==> config.mk <==
export PLATFORM = sky130hd
export DESIGN_NAME = ex_arbiter_flat
export DESIGN_NICKNAME = d
export VERILOG_FILES = /design/src/design/ex_pkg.sv /design/src/design/ex_result_if.sv /design/src/design/ex_arbiter.sv /design/src/flat_wrapper.sv
export SDC_FILE = /design/constraint.sdc
export NUM_CORES = 1
export LEC_CHECK = 0
export BUFFER_PORTS_ARGS = -buffer_cell sky130_fd_sc_hd__buf_2
export CAP_MARGIN = 20
export CORE_AREA = 2 2 196 198
export DETAILED_ROUTE_END_ITERATION = 16
export DIE_AREA = 0 0 198 200
export PLACE_DENSITY = 0.3
export SYNTH_ARGS = -nofsm -noshare
export SYNTH_HDL_FRONTEND = slang
export SYNTH_SLANG_ARGS = --single-unit
==> constraint.sdc <==
create_clock -name vclk -period 0.9
set_input_delay 0.045 -clock vclk [all_inputs]
set_output_delay 0.045 -clock vclk [all_outputs]
set_load 0.01 [all_outputs]
==> src/design/ex_pkg.sv <==
// Word, tag and code definitions for the EX stage; ALU code 5'h0b is unassigned and yields ALU_ILLEGAL_RESULT
package ex_pkg;

  // Datapath widths
  localparam int WORD_W    = 64;
  localparam int INST_W    = 32;
  localparam int REG_IDX_W = 5;

  typedef logic [WORD_W-1:0]    word_t;
  typedef logic [INST_W-1:0]    inst_t;
  typedef logic [REG_IDX_W-1:0] reg_idx_t;
  typedef logic [4:0]           alu_func_t;
  typedef logic [2:0]           br_func_t;

  // ALU function codes
  localparam alu_func_t ALU_ADDQ   = 5'h00;
  localparam alu_func_t ALU_SUBQ   = 5'h01;
  localparam alu_func_t ALU_AND    = 5'h02;
  localparam alu_func_t ALU_BIC    = 5'h03;
  localparam alu_func_t ALU_BIS    = 5'h04;
  localparam alu_func_t ALU_ORNOT  = 5'h05;
  localparam alu_func_t ALU_XOR    = 5'h06;
  localparam alu_func_t ALU_EQV    = 5'h07;
  localparam alu_func_t ALU_SRL    = 5'h08;
  localparam alu_func_t ALU_SLL    = 5'h09;
  localparam alu_func_t ALU_SRA    = 5'h0a;
  // 5'h0b was the multiply slot, multiplies now go to the multiplier pipeline
  localparam alu_func_t ALU_CMPULT = 5'h0c;
  localparam alu_func_t ALU_CMPEQ  = 5'h0d;
  localparam alu_func_t ALU_CMPULE = 5'h0e;
  localparam alu_func_t ALU_CMPLT  = 5'h0f;
  localparam alu_func_t ALU_CMPLE  = 5'h10;

  // Branch conditions, bit 2 negates the base test in bits 1..0
  localparam br_func_t BR_LBC = 3'b000;
  localparam br_func_t BR_EQ  = 3'b001;
  localparam br_func_t BR_LT  = 3'b010;
  localparam br_func_t BR_LE  = 3'b011;
  localparam br_func_t BR_LBS = 3'b100;
  localparam br_func_t BR_NE  = 3'b101;
  localparam br_func_t BR_GE  = 3'b110;
  localparam br_func_t BR_GT  = 3'b111;

  // Marker word for an undefined ALU code
  localparam word_t ALU_ILLEGAL_RESULT = 64'hdeadbeef_baadbeef;

endpackage

==> src/design/ex_result_if.sv <==
// One result bus of the EX stage; no clock inside, valid is a plain one-cycle strobe per item
`timescale 1ns/1ps

interface ex_result_if;

  // Tag, program counter, destination and payload of one completed operation
  ex_pkg::inst_t    ir;
  ex_pkg::word_t    npc;
  ex_pkg::reg_idx_t dest_reg;
  ex_pkg::word_t    result;
  logic             valid;

  // Producer side, an execution path
  modport src (output ir, npc, dest_reg, result, valid);

  // Consumer side, the output arbiter
  modport dst (input ir, npc, dest_reg, result, valid);

endinterface

==> src/design/ex_arbiter.sv <==
// Combinational per-lane merge; a completing multiply always wins and stalls the integer path
`timescale 1ns/1ps

module ex_arbiter (
  ex_result_if.dst         int_in,
  ex_result_if.dst         mult_in,
  output logic             stall,
  output ex_pkg::inst_t    ir,
  output ex_pkg::word_t    npc,
  output ex_pkg::reg_idx_t dest_reg,
  output ex_pkg::word_t    result,
  output logic             valid
);

  always_comb
  begin
    if (mult_in.valid)
    begin
      // Multiplier cannot wait, integer result stays in its register
      ir       = mult_in.ir;
      npc      = mult_in.npc;
      dest_reg = mult_in.dest_reg;
      result   = mult_in.result;
      valid    = 1'b1;
      stall    = 1'b1;
    end
    else
    begin
      ir       = int_in.ir;
      npc      = int_in.npc;
      dest_reg = int_in.dest_reg;
      result   = int_in.result;
      valid    = int_in.valid;
      stall    = 1'b0;
    end
  end

  // Only the multiplier may block the lane
  always_comb
  begin
    a_stall_src: assert final (!stall || mult_in.valid);
  end

endmodule

==> src/flat_wrapper.sv <==
// flat-port wrapper written by rule: the top's interface ports become plain ports
module ex_arbiter_flat 
  (stall, ir, npc, dest_reg, result, valid, int_in_ir, int_in_npc, int_in_dest_reg, int_in_result, int_in_valid, mult_in_ir, mult_in_npc, mult_in_dest_reg, mult_in_result, mult_in_valid);
  ex_result_if int_in_i ();
  ex_result_if mult_in_i ();
  output logic stall;
  output ex_pkg::inst_t ir;
  output ex_pkg::word_t npc;
  output ex_pkg::reg_idx_t dest_reg;
  output ex_pkg::word_t result;
  output logic valid;
  input wire logic [$bits(int_in_i.ir)-1:0] int_in_ir;
  input wire logic [$bits(int_in_i.npc)-1:0] int_in_npc;
  input wire logic [$bits(int_in_i.dest_reg)-1:0] int_in_dest_reg;
  input wire logic [$bits(int_in_i.result)-1:0] int_in_result;
  input wire logic [$bits(int_in_i.valid)-1:0] int_in_valid;
  input wire logic [$bits(mult_in_i.ir)-1:0] mult_in_ir;
  input wire logic [$bits(mult_in_i.npc)-1:0] mult_in_npc;
  input wire logic [$bits(mult_in_i.dest_reg)-1:0] mult_in_dest_reg;
  input wire logic [$bits(mult_in_i.result)-1:0] mult_in_result;
  input wire logic [$bits(mult_in_i.valid)-1:0] mult_in_valid;
  assign int_in_i.ir = int_in_ir;
  assign int_in_i.npc = int_in_npc;
  assign int_in_i.dest_reg = int_in_dest_reg;
  assign int_in_i.result = int_in_result;
  assign int_in_i.valid = int_in_valid;
  assign mult_in_i.ir = mult_in_ir;
  assign mult_in_i.npc = mult_in_npc;
  assign mult_in_i.dest_reg = mult_in_dest_reg;
  assign mult_in_i.result = mult_in_result;
  assign mult_in_i.valid = mult_in_valid;
  ex_arbiter u_core (.int_in(int_in_i), .mult_in(mult_in_i), .stall(stall), .ir(ir), .npc(npc), .dest_reg(dest_reg), .result(result), .valid(valid));
endmodule
==> impl_metrics.yaml <==
hold_path:
  worst_hold_path_type: "in -> out"
synthesis:
  synth_fp_nets: 517
  synth_top_area_cell: "mux2_2"
  synth_most_common_cell: "mux2_2"
  synth_area_per_cell_um2: 11.1
  syn_inst: 185
  synth_top_area_share_pct: 90.4
  synthTopCellsByArea: "mux2_2 90%, buf_6 7.7%, buf_4 1.1%"
  ys_top_cells_by_count: "165 x mux2_2, 14 x buf_6, 3 x buf_4"
  synth_area_um2: 2050
  synth_warnings: 0
  ys_types: 5
  ys_seq_area_share_pct: 0
floorplanning:
  pin_count: 499
  die_h_um: 200
  core-area_um2: 37400
  start_util_pct: 5.49
  die_w_um: 198
  row_count: 71
  die_area_um2: 39600
timing:
  worstMarginPinSlew_ps: 148
  hold_viol: 0
  fin_hold_ws_ps: 372
  period_share_pct: 117
  maxSlewHeadroom_pct: 90.1
  post-route-min-period_ps: 1050
  slew_viol_final: 0
  finalWorstSetupSlack_ps: -153
  finalSetupViolations: 164
  rsz0062_at_grt: "true"
  fmax_mhz: 950
worst_setup_path:
  worstPathArrival_ps: 1010
  cp.required_ps: 850
  crit_type: "in -> out"
  cp_common_cell: "buf_12"
  critical_path.top_delay_family: "buffers and inverters"
  crit_buf_inv: 5
  cpPeakStageDelay_ps: 310
  worstSetupEndpointType: "output pin"
  crit_fanout: 7
  crit_chain: "buf_12 -> buf_12 -> buf_16 -> buf_8 -> mux2_4 -> buf_6"
  crit_slowest_cell: "mux2_4"
  startpoint_type: "input pin"
cells_and_area:
  fillers: 4288
  seqCellArea_um2: 0
  seq_cell_count: 0
  final_cell_area_um2: 5860
  clkbuf_count: 0
  areaGrowthSynthToFinish_pct: 185
  instances_no_fill: 1215
  multiInputGateArea_um2: 1990
  nets: 1035
  drive_above_1_share_pct: 100
  post-route-util_pct: 15.7
pwr:
  comb_power_share_pct: 100.0
  total_leakage_power_nw: 3.09
  power_frac_seq_pct: 0
  pwr_density_cell_nw_per_um2: 541
  p_sw_share_pct: 42.2
  p_sw_w: 0.00133
  p_clk_share_pct: 0
  p_int_w: 0.00183
  vdd_drop_max_mv: 0.146
drt:
  first_pass_iters: 4
  drt-total-wl_um: 20900
  ant_nets: 0
  num_vias: 3719
  drcViolationCount: 0
  routedWlPerCell_um: 17.2
  via_per_inst: 3.06
  drt_iter0_markers: 31
global_routing:
  grt_first_pass_wirelength_um: 25200
  grt_remaining_overflow: 0
  grt_pass1_vias: 3730
  grt_max_degree: 24
  grtUsageTotal_pct: 9.03
  antenna_found_initial: 6
cts:
  cts_hold_buf: 0
run:
  cap_viol_max_count: 0
placed_design:
  dpl.hpwl_um: 19000
  placed_cells: 1205
  finalWeightedCongestion: 0.767
  postPlaceCellArea_um2: 5310
  port_buffers: 499
  pre_cts_ws_ps: -210
outcome:
  status: "finished with violations"
  violations: "setup timing"
==> what timing repair did <==
item / CTS / global route
buffers inserted: 5 / 2
gates cloned: 1 / 0
endpoints found under the setup margin: 160 / 164
gates resized for setup: 52 / 56
==> worst paths after layout <==
kind                       from  endpoint  slack (ps)  depth (start not counted)
setup / recovery  mult_in_valid    npc[5]        -150                          6
hold / removal     int_in_valid     valid         370                          3
==> stage by stage <==
stage                     TNS (ps)  total power (W)
after floorplan                  0          0.00118
after global placement      -19220          0.00287
after detailed placement    -19530          0.00286
after CTS                   -17670          0.00309
after global routing        -21240          0.00340
final                       -15350          0.00317
==> metal layers <==
layer	up-vias	part of all wire, %	track usage (%)
met5	-	0.062	0
met4	2	3.2	2.62
met3	20	8.6	1.44
met2	308	53	18.5
met1	1646	35	9.35
li1	1743	-	-
==> power groups by stage <==
stage               Combinational, W        Clock, W  Sequential, W
finish                       0.00317  0.000000000447              0
global route                 0.00340  0.000000000446              0
CTS                          0.00309               0              0
detailed placement           0.00286               0              0
global placement             0.00287               0              0
floorplan                    0.00118               0              0
==> logic make-up (layout without fill, tap and decap cells) <==
logic type             Yosys count  count (layout)  share of synthesized area, %
AND/OR/NAND/NOR                  1               1                         0.305
other                            0               3                             0
buffers and inverters           19             535                          9.26
multiplexers                   165             165                          90.4
==> area by class of cell <==
class | instances | area share (%)
timing repair buffer | 535 | 54.9
multi-input combinational | 166 | 34.0
tap | 511 | 10.9
antenna | 3 | 0.128
==> cells in the final DEF, fill, tap and decap left out <==
master,Yosys,routed
buf_6,14,46
buf_2,2,455
buf_12,0,10
buf_16,0,1
mux2_4,0,34
diode_2,0,3
buf_4,3,20
buf_8,0,3
mux2_2,165,131
or2_2,1,1
Power figures use the tool's default switching activity.
